$ cat src/tracker_pkg.sv
package tracker_pkg;

  // ==========================================================================
  // raster defaults, 720p at 60 Hz
  // ==========================================================================
  localparam int H_ACTIVE = 1280;
  localparam int V_ACTIVE = 720;
  localparam int H_FRONT  = 110;
  localparam int H_SYNC   = 40;
  localparam int H_BACK   = 220;
  localparam int V_FRONT  = 5;
  localparam int V_SYNC   = 5;
  localparam int V_BACK   = 20;

  // counter widths, sized for the full 1650 x 750 raster
  localparam int HCOUNT_W = 11;
  localparam int VCOUNT_W = 10;

  // ==========================================================================
  // pixel formats and pipeline depth
  // ==========================================================================
  localparam int PIX_W  = 16;
  localparam int CHAN_W = 8;

  // substituted when the frame buffer has nothing to offer
  localparam logic [PIX_W-1:0] FILL_PIXEL = 16'h2277;

  // acceptance to key bit, then one more register in the output mux
  localparam int CONV_LATENCY = 5;
  localparam int OUT_LATENCY  = 6;

  // ==========================================================================
  // tracking and overlay
  // ==========================================================================
  // one tenth of each edge is outside the game window
  localparam int WINDOW_DIV = 10;

  localparam logic [23:0] CROSS_COLOR = 24'hFF0000;
  localparam logic [23:0] MASK_COLOR  = 24'hFF00FF;

  localparam logic [1:0] DISP_CAMERA  = 2'd0;
  localparam logic [1:0] DISP_LUMA    = 2'd1;
  localparam logic [1:0] DISP_MASK    = 2'd2;
  localparam logic [1:0] DISP_OVERLAY = 2'd3;

  // full-frame coordinate sum and pixel count
  localparam int SUM_W     = 31;
  localparam int CNT_W     = 21;
  // divider iteration counter
  localparam int DIV_CNT_W = $clog2(SUM_W);

endpackage
$ cat src/chroma_key_top.sv
`timescale 1ns/10ps

module chroma_key_top import tracker_pkg::*; #(
  parameter int h_active = H_ACTIVE,
  parameter int v_active = V_ACTIVE
) (
  input  logic             clk_pixel,
  input  logic             recent_reset,
  input  logic [PIX_W-1:0] pixel_i,
  input  logic             pixel_valid_i,
  output logic             pixel_ready_o,
  input  logic [1:0]       mode_i,
  input  logic [3:0]       key_upper_i,
  input  logic             track_en_i,
  output logic [23:0]      rgb_o,
  output logic             hsync_o,
  output logic             vsync_o,
  output logic             de_o
);

  logic [HCOUNT_W-1:0]     hcount;
  logic [VCOUNT_W-1:0]     vcount;
  logic                    hsync, vsync, active, frame_end;
  logic [PIX_W-1:0]        pixel_in;
  logic                    in_window;
  // in the raster delay lines bit k holds the value from k+1 cycles ago
  logic [OUT_LATENCY-1:0]  act_sr, hs_sr, vs_sr;
  logic [CONV_LATENCY-1:0] fe_sr;
  logic [HCOUNT_W-1:0]     hc_sr [CONV_LATENCY];
  logic [VCOUNT_W-1:0]     vc_sr [CONV_LATENCY];
  logic [23:0]             cls_rgb;
  logic [CHAN_W-1:0]       cls_luma;
  logic                    cls_player;
  logic [HCOUNT_W-1:0]     cx, cross_x;
  logic [VCOUNT_W-1:0]     cy, cross_y;
  logic                    centroid_valid;
  logic                    have_centroid;

  raster_timer #(
    .h_active(h_active),
    .v_active(v_active)
  ) timer0 (
    .clk_pixel   (clk_pixel),
    .recent_reset(recent_reset),
    .hcount_o    (hcount),
    .vcount_o    (vcount),
    .hsync_o     (hsync),
    .vsync_o     (vsync),
    .active_o    (active),
    .frame_end_o (frame_end)
  );

  // ==========================================================================
  // pixel intake and game window
  // ==========================================================================
  // the raster never waits and a missing pixel becomes the fill colour
  assign pixel_ready_o = active;
  assign pixel_in      = pixel_valid_i ? pixel_i : FILL_PIXEL;

  assign in_window = (hcount >= h_active / WINDOW_DIV) &&
                     (hcount < h_active - h_active / WINDOW_DIV) &&
                     (vcount >= v_active / WINDOW_DIV) &&
                     (vcount < v_active - v_active / WINDOW_DIV);

  always_ff @(posedge clk_pixel) begin
    if (recent_reset) begin
      act_sr <= '0;
      hs_sr  <= '0;
      vs_sr  <= '0;
      fe_sr  <= '0;
    end else begin
      act_sr <= {act_sr[OUT_LATENCY-2:0], active};
      hs_sr  <= {hs_sr[OUT_LATENCY-2:0], hsync};
      vs_sr  <= {vs_sr[OUT_LATENCY-2:0], vsync};
      fe_sr  <= {fe_sr[CONV_LATENCY-2:0], frame_end};
    end
  end

  // coordinate delay lines for the execute and result stages
  always_ff @(posedge clk_pixel) begin
    hc_sr[0] <= hcount;
    vc_sr[0] <= vcount;
    for (int i = 1; i < CONV_LATENCY; i++) begin
      hc_sr[i] <= hc_sr[i-1];
      vc_sr[i] <= vc_sr[i-1];
    end
  end

  // ==========================================================================
  // decode, execute, result
  // ==========================================================================
  pixel_classifier classify0 (
    .clk_pixel   (clk_pixel),
    .recent_reset(recent_reset),
    .pixel_i     (pixel_in),
    .in_window_i (in_window),
    .key_upper_i (key_upper_i),
    .rgb_o       (cls_rgb),
    .luma_o      (cls_luma),
    .player_o    (cls_player)
  );

  centroid_tracker track0 (
    .clk_pixel       (clk_pixel),
    .recent_reset    (recent_reset),
    .player_i        (cls_player && act_sr[CONV_LATENCY-1]),
    .hcount_i        (hc_sr[CONV_LATENCY-1]),
    .vcount_i        (vc_sr[CONV_LATENCY-1]),
    .frame_end_i     (fe_sr[CONV_LATENCY-1]),
    .track_en_i      (track_en_i),
    .cx_o            (cx),
    .cy_o            (cy),
    .centroid_valid_o(centroid_valid)
  );

  // crosshair stays hidden until tracking has produced a centroid
  always_ff @(posedge clk_pixel) begin
    if (recent_reset || !track_en_i) begin
      have_centroid <= 1'b0;
    end else if (centroid_valid) begin
      have_centroid <= 1'b1;
    end
  end

  // all ones lies outside any raster these counters cover
  assign cross_x = have_centroid ? cx : '1;
  assign cross_y = have_centroid ? cy : '1;

  overlay_mux mux0 (
    .clk_pixel   (clk_pixel),
    .recent_reset(recent_reset),
    .mode_i      (mode_i),
    .rgb_i       (cls_rgb),
    .luma_i      (cls_luma),
    .player_i    (cls_player),
    .de_i        (act_sr[CONV_LATENCY-1]),
    .hcount_i    (hc_sr[CONV_LATENCY-1]),
    .vcount_i    (vc_sr[CONV_LATENCY-1]),
    .cx_i        (cross_x),
    .cy_i        (cross_y),
    .rgb_o       (rgb_o)
  );

  // video timing lines up with the registered pixel
  assign de_o    = act_sr[OUT_LATENCY-1];
  assign hsync_o = hs_sr[OUT_LATENCY-1];
  assign vsync_o = vs_sr[OUT_LATENCY-1];

endmodule

$ cat src/overlay_mux.sv
`timescale 1ns/10ps

module overlay_mux import tracker_pkg::*; (
  input  logic                clk_pixel,
  input  logic                recent_reset,
  input  logic [1:0]          mode_i,
  input  logic [23:0]         rgb_i,
  input  logic [CHAN_W-1:0]   luma_i,
  input  logic                player_i,
  input  logic                de_i,
  input  logic [HCOUNT_W-1:0] hcount_i,
  input  logic [VCOUNT_W-1:0] vcount_i,
  input  logic [HCOUNT_W-1:0] cx_i,
  input  logic [VCOUNT_W-1:0] cy_i,
  output logic [23:0]         rgb_o
);

  logic [23:0] bg;
  logic [23:0] pix;

  always_comb begin
    // background per display mode
    unique case (mode_i)
      DISP_CAMERA:  bg = rgb_i;
      DISP_LUMA:    bg = {3{luma_i}};
      DISP_MASK:    bg = player_i ? 24'hFFFFFF : 24'h000000;
      DISP_OVERLAY: bg = player_i ? MASK_COLOR : rgb_i;
    endcase
    // crosshair on top, full row and full column through the centroid
    pix = bg;
    if ((hcount_i == cx_i) || (vcount_i == cy_i)) begin
      pix = CROSS_COLOR;
    end
  end

  // output register, black outside active draw
  always_ff @(posedge clk_pixel) begin
    if (recent_reset) begin
      rgb_o <= '0;
    end else begin
      rgb_o <= de_i ? pix : 24'h000000;
    end
  end

endmodule

$ cat src/centroid_tracker.sv
`timescale 1ns/10ps

module centroid_tracker import tracker_pkg::*; (
  input  logic                clk_pixel,
  input  logic                recent_reset,
  input  logic                player_i,
  input  logic [HCOUNT_W-1:0] hcount_i,
  input  logic [VCOUNT_W-1:0] vcount_i,
  input  logic                frame_end_i,
  input  logic                track_en_i,
  output logic [HCOUNT_W-1:0] cx_o,
  output logic [VCOUNT_W-1:0] cy_o,
  output logic                centroid_valid_o
);

  logic [SUM_W-1:0]    sum_x, sum_y;
  logic [SUM_W-1:0]    sum_x_nxt, sum_y_nxt;
  logic [CNT_W-1:0]    cnt, cnt_nxt;
  logic                div_start;
  logic [HCOUNT_W-1:0] qx, qy;
  logic                done_x, done_y;
  logic                both_done;

  // totals including the current pixel so the last active pixel still counts
  always_comb begin
    sum_x_nxt = sum_x;
    sum_y_nxt = sum_y;
    cnt_nxt   = cnt;
    if (player_i) begin
      sum_x_nxt = sum_x + SUM_W'(hcount_i);
      sum_y_nxt = sum_y + SUM_W'(vcount_i);
      cnt_nxt   = cnt + 1'b1;
    end
  end

  // empty frames or tracking off leave the held centroid alone
  assign div_start = frame_end_i && track_en_i && (cnt_nxt != '0);

  // ==========================================================================
  // per-frame accumulation
  // ==========================================================================
  always_ff @(posedge clk_pixel) begin
    if (recent_reset || frame_end_i) begin
      sum_x <= '0;
      sum_y <= '0;
      cnt   <= '0;
    end else begin
      sum_x <= sum_x_nxt;
      sum_y <= sum_y_nxt;
      cnt   <= cnt_nxt;
    end
  end

  // both dividers capture the totals on the start pulse
  centroid_divider div_x (
    .clk_pixel   (clk_pixel),
    .recent_reset(recent_reset),
    .start_i     (div_start),
    .dividend_i  (sum_x_nxt),
    .divisor_i   (cnt_nxt),
    .quotient_o  (qx),
    .done_o      (done_x)
  );

  centroid_divider div_y (
    .clk_pixel   (clk_pixel),
    .recent_reset(recent_reset),
    .start_i     (div_start),
    .dividend_i  (sum_y_nxt),
    .divisor_i   (cnt_nxt),
    .quotient_o  (qy),
    .done_o      (done_y)
  );

  // ==========================================================================
  // held centroid
  // ==========================================================================
  // both divides start together and run for the same number of cycles
  assign both_done = done_x && done_y;

  always_ff @(posedge clk_pixel) begin
    if (recent_reset) begin
      cx_o             <= '0;
      cy_o             <= '0;
      centroid_valid_o <= 1'b0;
    end else begin
      centroid_valid_o <= 1'b0;
      if (both_done) begin
        // the y mean always fits the line counter
        cx_o             <= qx;
        cy_o             <= qy[VCOUNT_W-1:0];
        centroid_valid_o <= 1'b1;
      end
    end
  end

endmodule

$ cat src/centroid_divider.sv
`timescale 1ns/10ps

module centroid_divider import tracker_pkg::*; (
  input  logic                clk_pixel,
  input  logic                recent_reset,
  input  logic                start_i,
  input  logic [SUM_W-1:0]    dividend_i,
  input  logic [CNT_W-1:0]    divisor_i,
  output logic [HCOUNT_W-1:0] quotient_o,
  output logic                done_o
);

  // dividend bits shift out of the top while quotient bits shift in below
  logic [SUM_W-1:0]     quo;
  logic [CNT_W-1:0]     rem;
  logic [CNT_W-1:0]     dvs;
  logic [CNT_W:0]       rem_sh;
  // one extra bit carries the borrow of the trial subtract
  logic [CNT_W+1:0]     diff;
  logic [DIV_CNT_W-1:0] bits_left;
  logic                 busy;

  assign rem_sh = {rem, quo[SUM_W-1]};
  assign diff   = {1'b0, rem_sh} - {2'b00, dvs};

  // control, one iteration per cycle for SUM_W cycles
  always_ff @(posedge clk_pixel) begin
    if (recent_reset) begin
      busy      <= 1'b0;
      done_o    <= 1'b0;
      bits_left <= '0;
    end else begin
      done_o <= 1'b0;
      if (start_i) begin
        busy      <= 1'b1;
        bits_left <= DIV_CNT_W'(SUM_W - 1);
      end else if (busy) begin
        bits_left <= bits_left - 1'b1;
        if (bits_left == '0) begin
          busy   <= 1'b0;
          done_o <= 1'b1;
        end
      end
    end
  end

  // datapath
  always_ff @(posedge clk_pixel) begin
    if (start_i) begin
      quo <= dividend_i;
      rem <= '0;
      dvs <= divisor_i;
    end else if (busy) begin
      if (!diff[CNT_W+1]) begin
        // trial subtract fits, keep it
        rem <= diff[CNT_W-1:0];
        quo <= {quo[SUM_W-2:0], 1'b1};
      end else begin
        // restore the shifted remainder
        rem <= rem_sh[CNT_W-1:0];
        quo <= {quo[SUM_W-2:0], 1'b0};
      end
    end
  end

  // a mean coordinate never exceeds the counter width
  assign quotient_o = quo[HCOUNT_W-1:0];

endmodule

$ cat src/pixel_classifier.sv
`timescale 1ns/10ps

module pixel_classifier import tracker_pkg::*; (
  input  logic              clk_pixel,
  input  logic              recent_reset,
  input  logic [PIX_W-1:0]  pixel_i,
  input  logic              in_window_i,
  input  logic [3:0]        key_upper_i,
  output logic [23:0]       rgb_o,
  output logic [CHAN_W-1:0] luma_o,
  output logic              player_o
);

  // stage 1, expanded RGB888
  logic [CHAN_W-1:0] r1, g1, b1;
  // stage 2, partial products
  logic [15:0] yr2, yg2, yb2;
  logic [15:0] crr2, crg2, crb2;
  logic [15:0] cbr2, cbg2, cbb2;
  // stage 3, sums kept mod 2^16, the chroma sums are two's complement
  logic [15:0] y3, cr3, cb3;
  // stage 4, scaled and offset channels
  logic [CHAN_W-1:0] y4, cr4, cb4;
  // camera pixel riding along with the maths, latencies 2 to 4
  logic [23:0] rgb_d [CONV_LATENCY-2];
  // window flag, latencies 1 to 4
  logic [CONV_LATENCY-2:0] win_sr;
  logic [CHAN_W-1:0] key_thresh;
  logic backdrop;

  // ==========================================================================
  // colour conversion datapath
  // ==========================================================================
  always_ff @(posedge clk_pixel) begin
    // 5:6:5 fields left aligned, low bits zero
    r1 <= {pixel_i[15:11], 3'b000};
    g1 <= {pixel_i[10:5], 2'b00};
    b1 <= {pixel_i[4:0], 3'b000};

    yr2  <= 16'd66 * r1;
    yg2  <= 16'd129 * g1;
    yb2  <= 16'd25 * b1;
    crr2 <= 16'd112 * r1;
    crg2 <= 16'd94 * g1;
    crb2 <= 16'd18 * b1;
    cbr2 <= 16'd38 * r1;
    cbg2 <= 16'd74 * g1;
    cbb2 <= 16'd112 * b1;

    y3  <= yr2 + yg2 + yb2;
    cr3 <= crr2 - crg2 - crb2;
    cb3 <= cbb2 - cbr2 - cbg2;

    // upper byte is the floor of sum/256, then offset and wrap to 8 bits
    y4  <= y3[15:8] + 8'd16;
    cr4 <= cr3[15:8] + 8'd128;
    cb4 <= cb3[15:8] + 8'd128;
    luma_o <= y4;

    rgb_d[0] <= {r1, g1, b1};
    for (int i = 1; i < CONV_LATENCY - 2; i++) begin
      rgb_d[i] <= rgb_d[i-1];
    end
    rgb_o <= rgb_d[CONV_LATENCY-3];
  end

  // ==========================================================================
  // backdrop key
  // ==========================================================================
  // threshold in steps of 16, both chroma channels must sit under it
  assign key_thresh = {key_upper_i, 4'b0000};
  assign backdrop = (cr4 <= key_thresh) && (cb4 <= key_thresh);

  always_ff @(posedge clk_pixel) begin
    if (recent_reset) begin
      win_sr   <= '0;
      player_o <= 1'b0;
    end else begin
      win_sr   <= {win_sr[CONV_LATENCY-3:0], in_window_i};
      player_o <= !backdrop && win_sr[CONV_LATENCY-2];
    end
  end

endmodule

$ cat src/raster_timer.sv
`timescale 1ns/10ps

module raster_timer import tracker_pkg::*; #(
  parameter int h_active = H_ACTIVE,
  parameter int h_front  = H_FRONT,
  parameter int h_sync   = H_SYNC,
  parameter int h_back   = H_BACK,
  parameter int v_active = V_ACTIVE,
  parameter int v_front  = V_FRONT,
  parameter int v_sync   = V_SYNC,
  parameter int v_back   = V_BACK
) (
  input  logic                clk_pixel,
  input  logic                recent_reset,
  output logic [HCOUNT_W-1:0] hcount_o,
  output logic [VCOUNT_W-1:0] vcount_o,
  output logic                hsync_o,
  output logic                vsync_o,
  output logic                active_o,
  output logic                frame_end_o
);

  logic h_last;
  logic v_last;

  // last pixel of a line and last line of the raster, blanking included
  assign h_last = (hcount_o == HCOUNT_W'(h_active + h_front + h_sync + h_back - 1));
  assign v_last = (vcount_o == VCOUNT_W'(v_active + v_front + v_sync + v_back - 1));

  // reset parks the counters on the very last raster position
  // so the first cycle out of reset is blanking and the next one is (0,0)
  always_ff @(posedge clk_pixel) begin
    if (recent_reset) begin
      hcount_o <= HCOUNT_W'(h_active + h_front + h_sync + h_back - 1);
      vcount_o <= VCOUNT_W'(v_active + v_front + v_sync + v_back - 1);
    end else if (h_last) begin
      hcount_o <= '0;
      vcount_o <= v_last ? '0 : vcount_o + 1'b1;
    end else begin
      hcount_o <= hcount_o + 1'b1;
    end
  end

  // positive sync pulses, placed after the front porch
  assign hsync_o = (hcount_o >= h_active + h_front) && (hcount_o < h_active + h_front + h_sync);
  assign vsync_o = (vcount_o >= v_active + v_front) && (vcount_o < v_active + v_front + v_sync);

  assign active_o = (hcount_o < h_active) && (vcount_o < v_active);

  // one cycle on the bottom right active pixel
  assign frame_end_o = (hcount_o == HCOUNT_W'(h_active - 1)) &&
                       (vcount_o == VCOUNT_W'(v_active - 1));

endmodule

$ cat config.mk
export PLATFORM = sky130hd
export DESIGN_NAME = chroma_key_top
export DESIGN_NICKNAME = d
export VERILOG_FILES = /design/src/tracker_pkg.sv /design/src/chroma_key_top.sv /design/src/overlay_mux.sv /design/src/centroid_tracker.sv /design/src/centroid_divider.sv /design/src/pixel_classifier.sv /design/src/raster_timer.sv
export SDC_FILE = /design/constraint.sdc
export NUM_CORES = 1
export LEC_CHECK = 0
export BUFFER_PORTS_ARGS = -buffer_cell sky130_fd_sc_hd__buf_4
export CAP_MARGIN = 20
export CELL_PAD_IN_SITES_DETAIL_PLACEMENT = 1
export CELL_PAD_IN_SITES_GLOBAL_PLACEMENT = 1
export CORE_ASPECT_RATIO = 2
export CORE_MARGIN = 4
export CORE_UTILIZATION = 48
export CTS_BUF_LIST = sky130_fd_sc_hd__clkbuf_8
export CTS_CLUSTER_SIZE = 20
export DETAILED_ROUTE_END_ITERATION = 7
export GPL_TIMING_DRIVEN = 0
export PLACE_DENSITY = 0.86
export SLEW_MARGIN = 0
export SYNTH_ARGS = -nofsm -noshare
export SYNTH_HDL_FRONTEND = slang
export SYNTH_SLANG_ARGS = --single-unit
export TNS_END_PERCENT = 30
$ cat constraint.sdc
create_clock -name clk_pixel -period 4.5 [get_ports clk_pixel]
set_input_delay 0.225 -clock clk_pixel [delete_from_list [all_inputs] [get_ports clk_pixel]]
set_output_delay 0.225 -clock clk_pixel [all_outputs]
set_load 0.01 [all_outputs]
# [After elaboration in Yosys (flattened, before gate mapping)]
# Memory sizes are Yosys's and may differ from the RTL's. A register that Yosys moved wholly into a read port is not among the register bits.
# Index checks and enable logic that the tools add are counted.
[word_totals] ff_bits=508 in_bits=26 ramBits=177 output_inout_bits=28 elab_cells=166 n_memories=3
[mem_list] name="classify0.rgb_d" words=3 width=24 rd=3 rd_clocked_by_memory_dff=1 write_ports=3 line_no="pixel_classifier.sv:25" rtl="logic [23:0] rgb_d [CONV_LATENCY-2];"
[mem_list] name="hc_sr" words=5 width=11 rd=5 rd_clocked_by_memory_dff=0 write_ports=5 line_no="chroma_key_top.sv:29" rtl="logic [HCOUNT_W-1:0] hc_sr [CONV_LATENCY];"
[mem_list] name="vc_sr" words=5 width=10 rd=5 rd_clocked_by_memory_dff=0 write_ports=5 line_no="chroma_key_top.sv:30" rtl="logic [VCOUNT_W-1:0] vc_sr [CONV_LATENCY];"
[classes] mux=32 n_eq_ne=9 multipliers=9 n_addsub=18 n_reduce_logical=30 n_bitwise=3 n_lt_le_gt_ge=12
[op_table] op="$mux W31" count=6
[op_table] op="$pmux W24 S4" count=1
[op_table] op="$mux W24" count=3
[op_table] op="$mux W21" count=3
[op_table] op="$sub A22 B21 Y23" count=2
[op_table] op="$lt A11 B11 Y1 const B" count=3
[op_table] op="$add A31 B10 Y31" count=1
[op_table] op="$add A31 B11 Y31" count=1
[op_table] op="$lt A10 B10 Y1 const B" count=3
[op_table] op="$mul A6 B6 Y12 const A" count=2
[op_table] op="$eq A11 B11 Y1 const B" count=2
[op_table] op="$mux W11" count=2
[op_table] op="$add A21 B1 Y21 const B" count=1
[op_table] op="$reduce_bool A21 Y1" count=1
[op_table] op="$eq A10 B10 Y1 const B" count=2
[op_table] op="$mul A5 B5 Y10 const A" count=2
[op_table] op="$mux W10" count=2
[op_table] op="$mux W5" count=4
[op_table] op="$add A15 B16 Y16" count=1
[op_table] op="$add A16 B13 Y16" count=1
[op_table] op="$add A8 B8 Y8 const B" count=2
[op_table] op="$le A8 B8 Y1" count=2
[op_table] op="$mul A3 B5 Y8 const A" count=2
[op_table] op="$sub A15 B14 Y16" count=1
[op_table] op="other kinds (28)" count=63

# [Longest topological paths before layout]
# Gate-level depths: netlist of run 1.
[logic_depth] ltp_word=5 depth_mapped=16

# [Modules after synthesis]
# From an unflattened synthesis of run 1, not the netlist that was laid out.
[hier_totals] hier_cells=2847 hier_area_um2=29405.7
[modules_own_cells] mod="pixel_classifier" area_each_um2=8834.7 instances=1 seq_area_each_um2=3923.8 cells_each=775
[modules_own_cells] mod="centroid_divider" area_each_um2=4380.5 instances=2 seq_area_each_um2=2122.0 cells_each=414
[modules_own_cells] mod="centroid_tracker" area_each_um2=6137.1 instances=1 seq_area_each_um2=2102.0 cells_each=735
[modules_own_cells] mod="chroma_key_top" area_each_um2=3054.2 instances=1 seq_area_each_um2=2582.5 cells_each=204
[modules_own_cells] mod="overlay_mux" area_each_um2=1392.6 instances=1 seq_area_each_um2=480.5 cells_each=161
[modules_own_cells] mod="raster_timer" area_each_um2=1226.2 instances=1 seq_area_each_um2=420.4 cells_each=144

# [Worst setup path before layout of run 1]
# No wires, ideal clock.
[synth_path] kind="flip-flop to flip-flop" from="reg classify0.g1[5]" to="reg classify0.crg2[14]" period_less_slack_ns=3.476 n_path_buf=0 setup_time_ns=0.072 path_stages_with_launch=17 slack_ns=1.024 arrival_time_ns=3.403 path_cell_list="dfxtp_1 -> inv_1 -> fa_1 -> inv_1 -> fa_1 -> inv_1 -> fa_1 -> inv_1 -> ha_1 -> inv_1 -> nor2_1 -> nor2_1 -> o21bai_1 -> a21oi_1 -> o21bai_1 -> a21oi_1 -> xnor2_1"
[synth_via] elab_chain_cells=1
[synth_lines] item="from (decl)" line_no="pixel_classifier.sv:15" rtl="logic [CHAN_W-1:0] r1, g1, b1;"
[synth_lines] item="from (signal assigned)" line_no="pixel_classifier.sv:37" rtl="g1 <= {pixel_i[10:5], 2'b00};"
[synth_lines] item="$mul A6 B6 Y12" line_no="pixel_classifier.sv:44" rtl="crg2 <= 16'd94 * g1;"
[synth_lines] item="to (signal assigned)" line_no="pixel_classifier.sv:44"
[synth_lines] item="to (decl)" line_no="pixel_classifier.sv:18" rtl="logic [15:0] crr2, crg2, crb2;"
# No other way between the ends.
# A chain may end at the register's enable or synchronous reset.

# [Worst setup path in the final report of run 1]
# Ends and elaborated chain as after synthesis.

==> results of run 1 <==
==> worst max-delay path by stage <==
stage,endpoint,slack [ns],startpoint
finish,classify0.crg2[14],0.18,classify0.g1[5]
global route,classify0.crg2[14],0.05,classify0.g1[5]
CTS,classify0.crg2[14],0.21,classify0.g1[5]
detailed placement,classify0.crg2[14],0.36,classify0.g1[5]
global placement,track0.div_x.quo[21],0.20,track0.cnt[0]
floorplan,classify0.crg2[14],1.02,classify0.g1[5]
==> area by class of cell <==
type / count / area share
diodes: 1 / 0.0000815
well taps: 750 / 0.0306
clock buffers: 102 / 0.0457
flip-flops and latches: 614 / 0.427
plain buffers: 93 / 0.0132
repair buffers: 79 / 0.0221
multi-input cells: 1827 / 0.421
inverters: 208 / 0.0254
clock inverters: 56 / 0.0145
==> cells by family after synthesis <==
family | count (synthesis) | share of synthesized area
AND/OR/NAND/NOR | 756 | 0.134
flip-flops | 614 | 0.482
AO/OA/AOI/OAI | 590 | 0.134
buffers and inverters | 301 | 0.0435
adder cells (fa/ha/maj) | 264 | 0.135
XOR/XNOR | 176 | 0.0566
multiplexers | 41 | 0.0152
==> critical path, delay by kind of cell (launching register included) <==
| kind | cells | cell delay [ns] |
|---|---|---|
| adder cells (fa/ha/maj) | 4 | 2.03 |
| AO/OA/AOI/OAI | 4 | 0.68 |
| flip-flops | 1 | 0.59 |
| buffers and inverters | 5 | 0.53 |
| AND/OR/NAND/NOR | 2 | 0.26 |
| XOR/XNOR | 1 | 0.14 |
==> registers in the layout, indices dropped and copies added (netlist names), 9 cells and up <==
name	flops
classify0.cbg2	10
track0.cx_o	11
classify0.crg2	11
track0.div_x.rem	21
track0.div_y.rem	21
classify0.yb2	9
track0.div_x.quo	31
classify0.y3	9
timer0.vcount_o	10
classify0.rgb_d	33
timer0.hcount_o	11
track0.cnt	21
track0.sum_y	31
track0.div_x.dvs	21
classify0.rgb_o	16
vc_sr	50
hc_sr	55
track0.cy_o	10
mux0.rgb_o	24
track0.sum_x	31
track0.div_y.quo	31
==> per-stage QoR <==
step,utilization,area (sq um),std cells
after floorplan,-,27200,2742
after global placement,0.509,28600,3544
after detailed placement,0.509,28600,3546
after CTS,0.546,30700,3728
after global routing,0.547,30700,3730
final,0.547,30700,3730
==> layer usage <==
layer,vias to the layer above,global-route usage,wire [um]
li1,9770,-,-
met5,-,0,0
met4,0,0.242,8520
met3,390,0.0385,2600
met2,624,0.546,47400
met1,10500,0.229,25900
==> placed cells by master, fill, tap and decap left out, types with 41 or more instances in the layout <==
cell      synthesis  routed
dfxtp_1         531     531
inv_1           206     234
nand2_1         228     228
ha_1            215     215
nor2_1          183     183
a21oi_1         171     171
o21ai_0         160     160
xnor2_1         115     115
clkbuf_8          0     102
edfxtp_1         83      83
nor2b_1          81      81
clkbuf_1         74      74
xor2_1           61      61
buf_4             7      60
nand3_1          51      51
fa_1             49      49
nor3_1           43      43
a21o_1           41      41
a211oi_1         41      41
==> power by group through the flow <==
stage	Combinational (mW)	Clock [mW]	Sequential [mW]
after global placement	2.74	0	6.83
final	3.28	4.67	6.81
after global routing	3.58	4.98	6.87
after CTS	3.19	4.71	6.80
after detailed placement	3.03	0	6.89
after floorplan	2.23	0	6.68
==> results.txt, run 1 <==
- The synthesized design contains 83 enable-type register cells.
- The largest individual stage delay along the critical path comes from the cell fa_1.
- At the worst endpoint, the arrival time is 4.94 ns.
* Total routed wirelength: 84,500 um
- In this run the mean area of a mapped cell was between 9 and 10 sq um.
* Initial antenna violation count: 1
- Pin count of the biggest net entering global routing: 32
- The worst register-to-register path ends at classify0.crg2[14].
- From bottom edge to top edge, the die measures between 300 and 400 um.
- 1st-pass router iterations: 5
- Summed over all failing endpoints, the final setup total negative slack is 0 ns.
- Type of the worst setup path: reg2reg
- Routability-driven placement finished with a final weighted congestion of 0.900.
- In this run the deepest clock path goes through 3 buffers.
- Of the total power, registers draw 0.462.
- The layout has 6,238 filler cells.
* Cells after synthesis: 2,742
* Critical path endpoint category: flip-flop
- At the placement stage, the worst setup path has a slack of 0.358 ns.
- In the routed design, unresolved DRC markers number 0.
* Root buffer selected by CTS: clkbuf_8
- Number of setup violations in the final report: 0
- The first global-routing pass estimated 131,000 um of wire.
* Layout Skew: roughly 0.035 ns
* Per-cell via count in the routed design: between 5 and 6
- Summed over all instances, the cell type with the most area after synthesis is dfxtp_1.
* I/O pin total: 54
- For the worst setup path, the data required time is a little over 5 ns.
* Post-DR wirelength/cell: between 20 and 25 um
* Internal power contribution: 10.1 mW
* Final Cycle Share: 0.961
- The tightest min-delay check is of the in2reg type.
- Proportion of netlist area held by the largest area contributor: 0.390
* FF-to-FF path depth: 16
* Hold Vio Cnt, Final: 0
- The share of the Yosys chip area taken by registers is 0.482.
- The mapped netlist covers approximately 27,000 sq um.
- PostCTS Resize Cnt: 0
- Synthesis-stage register bit count: 614
- Endpoint, Worst Hold: classify0.b1[4]
- Area contributors post-synth: dfxtp_1 (39%), ha_1 (9.9%), edfxtp_1 (9.1%)
* Worst setup margin: 0.176 ns
- Hold repair after CTS inserted 24 buffers.
- Clock tree synthesis found a total of 614 sinks.
* Setup slack, reg-to-reg: 0.18 ns
* Post-CTS setup buffer count: 0
- Starting density of the core: 0.485
- Number of maximum-capacitance violations: 0
* Clock latency on the worst-skew pair: about 0.71 ns
- At the pin with the least slew margin, the transition time is 1.35 ns.
- Of the cells placed in the final design, the portion with a size suffix greater than 1 is 0.0772.
- Slew Viols, Final: 0
- Core Footprint: between 50,000 and 60,000 sq um
* Core Rows: 123
- In the final layout, flip-flops and latches occupy 13,100 sq um.
- The analysis attributes to cell leakage a power of 12.9 nW.
- Switching power as a share of total power: 0.316
- The clock period could shrink to between 4 and 5 ns.
- The number of nets in the synthesized netlist is 3,032.
- The routed layout has approximately 21,000 vias.
- By count the netlist is led by dfxtp_1 (531), nand2_1 (228), ha_1 (215).
- Power share of the clock group: 0.316
- Top achievable clock speed: 231 MHz
- CTS Buf Count: 85
- Number of distinct standard cells referenced by the synthesized netlist: 75
- Die Span X: 176 um
- Power Dens Cells: a little under 500 nW/um^2
- In the global route stage, overall resource usage came out at 0.275.
- Worst IR drop on VDD: 464 uV
- The worst hold path passes through 3 cells.
- Fraction of registers with async set or reset after synthesis: 0
- Remaining global-route overflow: 0
* Total area of multi-input combinational cells: 12,900 sq um
- Reported net switching power: 4.66 mW
- Number of nets at the end of the flow: 3,198
- Startpoint of the lowest-slack register-to-register path: classify0.g1[5]
* CTS tree: done
- Warning count from the yosys run: 0
- Clock input transition at the sequential cells of the worst setup and hold paths: 0.07 ns
- The worst hold path begins at pixel_valid_i.
- H-tree levels: 3
- Ys flop type: dfxtp_1
* Chain of cells forming the critical path: inv_1, fa_1, inv_1, fa_1, inv_1, fa_1, inv_1, ha_1, inv_1, nor2_1, nor2_1, o21bai_1, a21oi_1, o21bai_1, a21oi_1, xnor2_1
- RSZ-0062 raised after global routing: no
* Number of DRC markers in iteration 0: 962
* Delay of the slowest cell on the worst path: 0.67 ns
* Post-DP HPWL: 59,300 um
- The run finished with clean final reports.
- The most numerous cell type found on the critical path is inv_1.
* Max_slew headroom: 0.0983
- STA classifies the critical path startpoint as a flip-flop.
* IO Port Bufs: 52
* Top-count cell post-synth: dfxtp_1
- The die covers 60,900 sq um.
- Largest fanout on the critical path: 7
- The design draws 14.8 mW.
* Antenna viol nets, final: 0
* Vias in the first global route: 24,500
- Combinational share of power: 0.222
- The area growth from synthesis to layout is 12.7%.
- Hold Slack: approximately 0.055 ns
Power figures use the tool's default switching activity.
==> inputs of run 2 (changes only) <==
--- a/config.mk
+++ b/config.mk
@@ -11,12 +11,12 @@
 export CELL_PAD_IN_SITES_GLOBAL_PLACEMENT = 1
 export CORE_ASPECT_RATIO = 2
 export CORE_MARGIN = 4
-export CORE_UTILIZATION = 48
+export CORE_UTILIZATION = 47
 export CTS_BUF_LIST = sky130_fd_sc_hd__clkbuf_8
 export CTS_CLUSTER_SIZE = 20
 export DETAILED_ROUTE_END_ITERATION = 7
 export GPL_TIMING_DRIVEN = 0
-export PLACE_DENSITY = 0.86
+export PLACE_DENSITY = 0.88
 export SLEW_MARGIN = 0
 export SYNTH_ARGS = -nofsm -noshare
 export SYNTH_HDL_FRONTEND = slang
==> constraint.sdc (replaced) <==
create_clock -name clk_pixel -period 3.79 [get_ports clk_pixel]
set_input_delay 0.1895 -clock clk_pixel [delete_from_list [all_inputs] [get_ports clk_pixel]]
set_output_delay 0.1895 -clock clk_pixel [all_outputs]
set_load 0.05 [all_outputs]
==> run 2 against run 1 <==
Net effect:
- sequential power grew 19%
- critical path type unchanged
- sequential share of layout area is 0.13 points higher
- clock power increased by 14%
- largest cell class unchanged
- hold slack improved by 0.041 ns
- largest power group unchanged
- worst setup slack worse by 0.13 ns
==> results.txt, run 2 (same netlist as run 1, synthesis figures left out) <==
- The switching fraction of total power came to 0.325 (+0.00961).
- Fraction of layout cells with a size suffix above 1: 0.0819 (+0.00469)
- The number of buffers and inverters on the critical path was 5 (unchanged).
* Global-route wire length before repair: 135,000 um (+3.0%)
- Worst IR drop on VDD: 432 uV (-6.9%)
- TritonCTS built the clock tree.
- The transition time of the tightest slew-check pin came to 1.16 ns (-0.197 ns).
- The worst setup path is launched from a flip-flop.
* Total routed wirelength: 87,200 um (+3.3%)
* Delay of the slowest cell on the worst path: 0.62 ns (-0.05 ns)
* Slowest stage cell, crit path: fa_1
- Hold Slack: 0.0962 ns (+0.0407 ns)
- The tightest min-delay check is of the in2reg type.
- The net load switching power came to 5.68 mW (+22%).
* Chain of cells forming the critical path: inv_1, fa_1, inv_1, fa_1, inv_1, fa_1, inv_1, ha_1, inv_1, nor2_1, nor2_2, o21bai_1, a21oi_2, o21bai_1, a21oi_2, xnor2_1
* Combinational share of power: 0.230 (+0.008)
* Status: completed
* Buffer levels on the longest clock path: 3 (unchanged)
- The pin count of the biggest net entering global routing came to 32 (unchanged).
* DRC violations left: 0 (unchanged)
* H-tree levels: 3 (unchanged)
- The count of antenna-violating nets left after detailed routing was 0 (unchanged).
* Signed area change from the synthesized netlist to the final layout: 12.5%
* Number of nets at the end of the flow: 3,197 (-0.031%)
- Setup repair after global routing could not meet its margin everywhere.
- Top achievable clock speed: 267 MHz (+15%)
* Leading cell type in the layout, fill and taps excluded: dfxtp_1
* Die footprint: 62,100 sq um (+2.1%)
- Remaining global-route overflow: 0 (unchanged)
- The minimum clock period is 3.75 ns (-0.578 ns).
- Vias in the first global route: 24,400 (-0.23%)
- Starting density of the core: 0.476 (-0.00913)
- Top delay family on crit path: adder cells
- The number of clock sinks is 614 (unchanged).
- Initial antenna violation count: 1 (unchanged)
* Sequential share of power: 0.465 (+0.003)
* Layout Skew: 0.0446 ns (+0.00916 ns)
- Number of maximum-capacitance violations: 0 (unchanged)
- Critical path endpoint category: flip-flop
- The aggregate global-route resource usage came to 0.281 (+0.00561).
- 1st-pass router iterations: 5 (unchanged)
- The clock network fraction of design power was 0.305 (-0.011).
- Final Cycle Share: 0.988 (+0.0274)
* Internal power contribution: 11.8 mW (+17%)
* Number of setup violations in the final report: 0 (unchanged)
- Final core utilization: 0.535 (-0.0116)
- Largest fanout on the critical path: 7 (unchanged)
* Worst setup margin: 0.0445 ns (-0.132 ns)
- Die outline height: 348 um (+1.0%)
- Per-cell via count in the routed design: 5.73 (+0.30%)
* IO Port Bufs: 52 (unchanged)
* Post-DP HPWL: 61,500 um (+3.7%)
* Max_slew headroom: 0.219 (+0.121)
- The number of flip-flops in the largest register is 55 (unchanged).
* Biggest register: hc_sr
* Core Rows: 124 (+0.81%)
- Post-DR wirelength/cell: 23.4 um (+3.5%)
- The largest registers in the layout are hc_sr x55, vc_sr x50, classify0.rgb_d x33.
- The number of buffers added by the clock tree synthesis step came to 84 (-1.2%).
- Cell type with the highest occurrence count on the critical path: inv_1
- Number of DRC markers in iteration 0: 976 (+1.5%)
- Highest-count cells in the layout ignoring fill and taps: dfxtp_1 (528), inv_1 (227), nand2_1 (227), ha_1 (215), nor2_1 (182)
- Total number of vias: 21,300 (+0.14%)
* Type of the worst setup path: reg2reg
- Power Dens Cells: 570 nW/um^2 (+19%)
* Die Span X: 178 um (+1.0%)
- CP Data Required Time: 4.34 ns (-0.78 ns)
- The core outline area is 57,200 sq um (+1.9%).
- Static leakage: 12.9 nW (-0.51%)
- The buffers inserted during post-CTS setup optimization came to 0 (unchanged).
- Routability Congestion: 0.890 (-1.1%)
- The worst path arrival time was 4.30 ns (-0.64 ns).
- Hold Vio Cnt, Final: 0 (unchanged)
* Clock latency on the worst-skew pair: 0.70 ns (about the same)
- Root buffer selected by CTS: clkbuf_8
- The setup slack after placement is -0.220 ns (-0.577 ns).
- The clock slew seen by the registers of the worst setup and hold paths was 0.08 ns (about the same).
- Slew Viols, Final: 0 (unchanged)
* I/O pin total: 54 (unchanged)
- The sum of negative setup slack came to 0 ns (unchanged).
==> run 2: cell count changes in the layout (fill, tap and decap cells not counted), sizes merged <==
cell | previous run | this run
dlygate4sd3 | 24 | 25
clkinv | 21 | 19
inv | 237 | 233
clkbuf | 176 | 173
dlymetal6s2s | 1 | 0
bufinv | 6 | 4
buf | 73 | 72
==> run 2: power groups by stage <==
stage	Combinational, mW	Clock [mW]	Sequential [mW]
6_report	4.02	5.32	8.13
5_1_grt	4.41	5.68	8.19
4_1_cts	3.91	5.37	8.11
3_5_place_dp	3.65	0	8.22
3_3_place_gp	3.24	0	8.14
2_1_floorplan	2.66	0	7.94
==> run 2: timing repair <==
item | CTS | global route
gates cloned | 0 | 0
hold endpoints to repair | 17 | 0
pin swaps | 0 | 1
hold buffers | 25 | 0
resized for setup | 9 | 13
endpoints found under the setup margin | 80 | 88
==> run 2: per-stage QoR <==
stage                     area [sq um]  power [mW]  cells
after floorplan                  27200        10.6   2742
after global placement           28600        11.4   3550
after detailed placement         28600        11.9   3552
after CTS                        30600        17.4   3722
after global routing             30600        18.3   3724
final                            30600        17.5   3724
==> run 2: cell type report <==
class / count / area, sq um
fill: 6351 / 26600
sequential: 614 / 13100
multi-input combinational: 1827 / 13000
clock buffer: 98 / 1350
tap: 756 / 946
inverter: 208 / 781
timing repair buffer: 80 / 677
buffer: 92 / 409
clock inverter: 48 / 369
antenna: 1 / 2.50
==> run 2: routing by layer <==
metal / vias up / track usage / routed length (um)
li1: 9752 / - / -
met4: 0 / 0.257 / 9440
met3: 386 / 0.0402 / 2620
met1: 10600 / 0.232 / 26500
met2: 651 / 0.547 / 48700
met5: - / 0 / 0
==> run 2: worst reg2reg max path: stages (launching register included) <==
cell and delay, ns:
dfxtp_4 0.44, inv_1 0.12, fa_1 0.62, inv_1 0.07, fa_1 0.50, inv_1 0.07
fa_1 0.53, inv_1 0.04, ha_1 0.30, inv_1 0.06, nor2_1 0.13, nor2_2 0.06
o21bai_1 0.18, a21oi_2 0.10, o21bai_1 0.17, a21oi_2 0.08, xnor2_1 0.12
==> run 2: worst paths after layout <==
| path | endpoint | cells past startpoint | start | slack, ns |
|---|---|---|---|---|
| max | classify0.crg2[14] | 16 | classify0.g1[5] | 0.04 |
| max reg2reg | classify0.crg2[14] | 16 | classify0.g1[5] | 0.04 |
| min reg2reg | vc_sr[0][45] | 0 | vc_sr[0][35] | 0.32 |
| min | mux0.rgb_o[0] | 3 | mode_i[1] | 0.1 |
==> inputs of run 3 (changes only) <==
--- a/config.mk
+++ b/config.mk
@@ -11,12 +11,11 @@
 export CELL_PAD_IN_SITES_GLOBAL_PLACEMENT = 1
 export CORE_ASPECT_RATIO = 2
 export CORE_MARGIN = 4
-export CORE_UTILIZATION = 47
-export CTS_BUF_LIST = sky130_fd_sc_hd__clkbuf_8
+export CORE_UTILIZATION = 48
 export CTS_CLUSTER_SIZE = 20
 export DETAILED_ROUTE_END_ITERATION = 7
 export GPL_TIMING_DRIVEN = 0
-export PLACE_DENSITY = 0.88
+export PLACE_DENSITY = 0.86
 export SLEW_MARGIN = 0
 export SYNTH_ARGS = -nofsm -noshare
 export SYNTH_HDL_FRONTEND = slang
==> constraint.sdc (replaced) <==
create_clock -name clk_pixel -period 3.5 [get_ports clk_pixel]
set_input_delay 0.175 -clock clk_pixel [delete_from_list [all_inputs] [get_ports clk_pixel]]
set_output_delay 0.175 -clock clk_pixel [all_outputs]
set_load 0.05 [all_outputs]
==> run 3 against run 2 <==
Net effect:
- the run now ends with negative setup slack left
- maximum frequency up 3.3%
- critical path depth stayed put
- global-route usage about the same
- sequential share of layout area fell by 0.32 points
- non-clock buffer count up 7
- largest cell class unchanged
- largest power group unchanged
- highest routed layer unchanged
==> results.txt, run 3 (same netlist as run 1, synthesis figures left out) <==
- FF-to-FF path depth: 16 (unchanged)
- Remaining global-route overflow: 0 (unchanged)
* Buffer levels on the longest clock path: 3 (unchanged)
- The total of buffers placed on input and output ports is 52 (unchanged).
- Number of inserted diodes: 0 (-1)
- The via-per-instance ratio came to 5.80 (+1.1%).
* Largest fanout on the critical path: 2 (-5)
* Switching power as a share of total power: 0.314 (-0.0108)
- Layout Skew: 0.0552 ns (+0.0106 ns)
- The overall routed net length came to 87,400 um (+0.19%).
- Hold Vio Cnt, Final: 0 (unchanged)
- Power share of the clock group: 0.317 (+0.012)
* Core Footprint: 56,200 sq um (-1.9%)
- Starting density of the core: 0.485 (+0.00913)
- Static leakage: 12.8 nW (-0.40%)
- Die footprint: 60,900 sq um (-2.0%)
- The mean routed wirelength per cell was 23.8 um (+1.6%).
- The clock slew seen by the registers of the worst setup and hold paths came to 0.08 ns (about the same).
- The proportion of power drawn by flip-flops and latches was 0.452 (-0.013).
* Endpoint, Worst Hold: classify0.b1[4]
* Worst setup margin: -0.126 ns (-0.170 ns)
- Total number of vias: 21,300 (-0.22%)
- The number of flip-flops in the largest register was 55 (unchanged).
- The sequential cell area is 13,100 sq um (about the same).
* Fraction of layout cells with a size suffix above 1: 0.0821 (+0.000178)
- Setup slack, reg-to-reg: -0.13 ns (-0.17 ns)
* Antenna viol nets, final: 0 (unchanged)
* Final Cycle Share: 1.04 (+0.0476)
- The clock network latency to the later pin of the worst-skew pair came to 0.63 ns (-0.07 ns).
- Status: finished with violations
- Counting flops per register, the top entry is hc_sr.
* Signed area change from the synthesized netlist to the final layout: 13.4%
* H-tree levels: 2 (-1)
- Startpoint of the lowest-slack register-to-register path: classify0.g1[5]
* Pin count of the biggest net entering global routing: 32 (unchanged)
- Root buffer selected by CTS: clkbuf_16
- The number of clock sinks came to 614 (unchanged).
- I/O pin total: 54 (unchanged)
* RSZ-0062 raised after global routing: yes
- Reported net switching power: 6.09 mW (+7.2%)
- Total area of multi-input combinational cells: 13,100 sq um (+0.75%)
* Type of the worst setup path: reg2reg
* Final cell count without fillers: 3,674 (-1.3%)
- Internal power contribution: 13.3 mW (+13%)
- GRT Resource Usage Total: 0.281 (+0.000374)
- The min-delay analysis places its worst path in the category in2reg.
- Min-Delay Startpoint: pixel_valid_i
* Die outline height: 345 um (-1.0%)
- Area after detailed placement: 28,600 sq um (about the same)
- Type of element launching the critical path: flip-flop
* Failing checks: negative setup slack
* Number of maximum-capacitance violations: 0 (unchanged)
* Number of nets at the end of the flow: 3,172 (-0.78%)
- The library cells used most frequently in the layout, excluding fill and tap cells, are dfxtp_1 (523), nand2_1 (226), ha_1 (212), inv_1 (203), nor2_1 (180).
* Final instance area: 30,900 sq um (+0.84%)
* CP Data Required Time: 3.99 ns (-0.35 ns)
- Combinational share of power: 0.230 (about the same)
* Number of DRC markers in iteration 0: 1,015 (+4.0%)
* Routability Congestion: 0.900 (+1.1%)
- Die Span X: 176 um (-1.0%)
- Leading cell type in the layout, fill and taps excluded: dfxtp_1
- The DRC violations left came to 0 (unchanged).
- The number of instances in the placed design was 3,546 (-0.17%).
- The worst path arrival time is 4.12 ns (-0.18 ns).
- Total of fill cells in the finished design: 6,139 (-3.3%)
- The transition time of the tightest slew-check pin is 0.997 ns (-0.159 ns).
- Reg2Reg Capture Point: classify0.crg2[14]
- The number of iterations in the first detailed-routing pass came to 5 (unchanged).
- The total setup violations reported at the end of the flow came to 1 (+1).
- PnR Total Power: 19.4 mW (+11%)
- STA classifies the critical path endpoint as a flip-flop.
- CTS tree: done
* Registers with the highest flip-flop counts: hc_sr x55, vc_sr x50, classify0.rgb_d x33
* Depth of the worst hold-timing path: 3 (unchanged)
- The site row count was 123 (-0.81%).
- The final number of max-transition violations is 0 (unchanged).
- The global-route wire length before repair is 134,000 um (-0.97%).
- Tmin final: 3.63 ns (-0.120 ns)
- The number of global-route vias before repair is 24,300 (-0.56%).
- CTS Buf Count: 52 (-38%)
- The detailed-placement wirelength estimate is 59,300 um (-3.5%).
* Power Dens Cells: 627 nW/um^2 (+9.9%)
- The largest voltage drop on the vdd net came to 659 uV (+53%).
- The number of antenna violations at the first check in global routing was 1 (unchanged).
- Max_slew headroom: 0.330 (+0.111)
- Top achievable clock speed: 276 MHz (+3.3%)
-- run 3: worst max-delay path: stages (launching register included) --
cell,delay (ns)
dfxtp_4,0.40
inv_2,0.07
fa_1,0.54
inv_1,0.07
fa_1,0.49
inv_1,0.08
fa_1,0.52
inv_2,0.06
ha_4,0.28
inv_2,0.04
nor2_2,0.12
nor2_2,0.07
o21bai_1,0.22
a21oi_2,0.12
o21bai_1,0.17
a21oi_1,0.10
xnor2_1,0.13
-- run 3: worst max path at each step --
stage	slack [ns]	startpoint	cells after the start	endpoint
after floorplan	0.02	classify0.g1[5]	16	classify0.crg2[14]
after global placement	-0.80	track0.cnt[0]	12	track0.div_x.quo[21]
after detailed placement	-0.64	classify0.g1[5]	16	classify0.crg2[14]
after CTS	-0.20	classify0.g1[7]	13	classify0.crg2[14]
after global routing	-0.20	classify0.g1[5]	15	classify0.crg2[14]
final	-0.13	classify0.g1[5]	16	classify0.crg2[14]
-- run 3: routing by layer --
| layer | global-route usage | up-vias | part of all wire |
|---|---|---|---|
| met1 | 0.237 | 10600 | 0.31 |
| met4 | 0.256 | 0 | 0.11 |
| met3 | 0.0339 | 393 | 0.028 |
| met2 | 0.554 | 603 | 0.56 |
| met5 | 0 | - | 0 |
| li1 | - | 9709 | - |
-- run 3: metrics by stage --
step / setup slack (ns) / hold WS (ns) / util / TNS (ns)
after detailed placement: -0.642 / 0.313 / 0.509 / -25.12
after global routing: -0.203 / 0.119 / 0.550 / -0.273
after global placement: -0.803 / 0.310 / 0.509 / -52.04
after floorplan: 0.0243 / 0.248 / - / 0
after CTS: -0.201 / 0.0446 / 0.547 / -0.262
final: -0.126 / 0.0880 / 0.550 / -0.126
-- run 3: power by group through the flow --
stage	combinational, mW	clock, mW	sequential [mW]
floorplan	2.89	0	8.60
global placement	3.54	0	8.79
detailed placement	3.92	0	8.86
CTS	4.13	6.18	8.74
global route	4.84	6.47	8.84
finish	4.46	6.15	8.76
-- run 3: repair_timing --
item                                   in CTS  in global routing
pin swaps                                   2                 11
endpoints found under the hold margin      17                  0
hold buffers                               23                  0
setup endpoints to repair                 132                149
buffers inserted                            1                  9
resized for setup                          22                 42
-- run 3: final cells by class --
| cell class | instances | share of cell area |
|---|---|---|
| buffer | 92 | 0.0137 |
| clock buffer | 68 | 0.0481 |
| clock inverter | 28 | 0.0104 |
| inverter | 208 | 0.0253 |
| multi-input combinational | 1827 | 0.423 |
| sequential | 614 | 0.425 |
| tap | 750 | 0.0304 |
| timing repair buffer | 87 | 0.0237 |
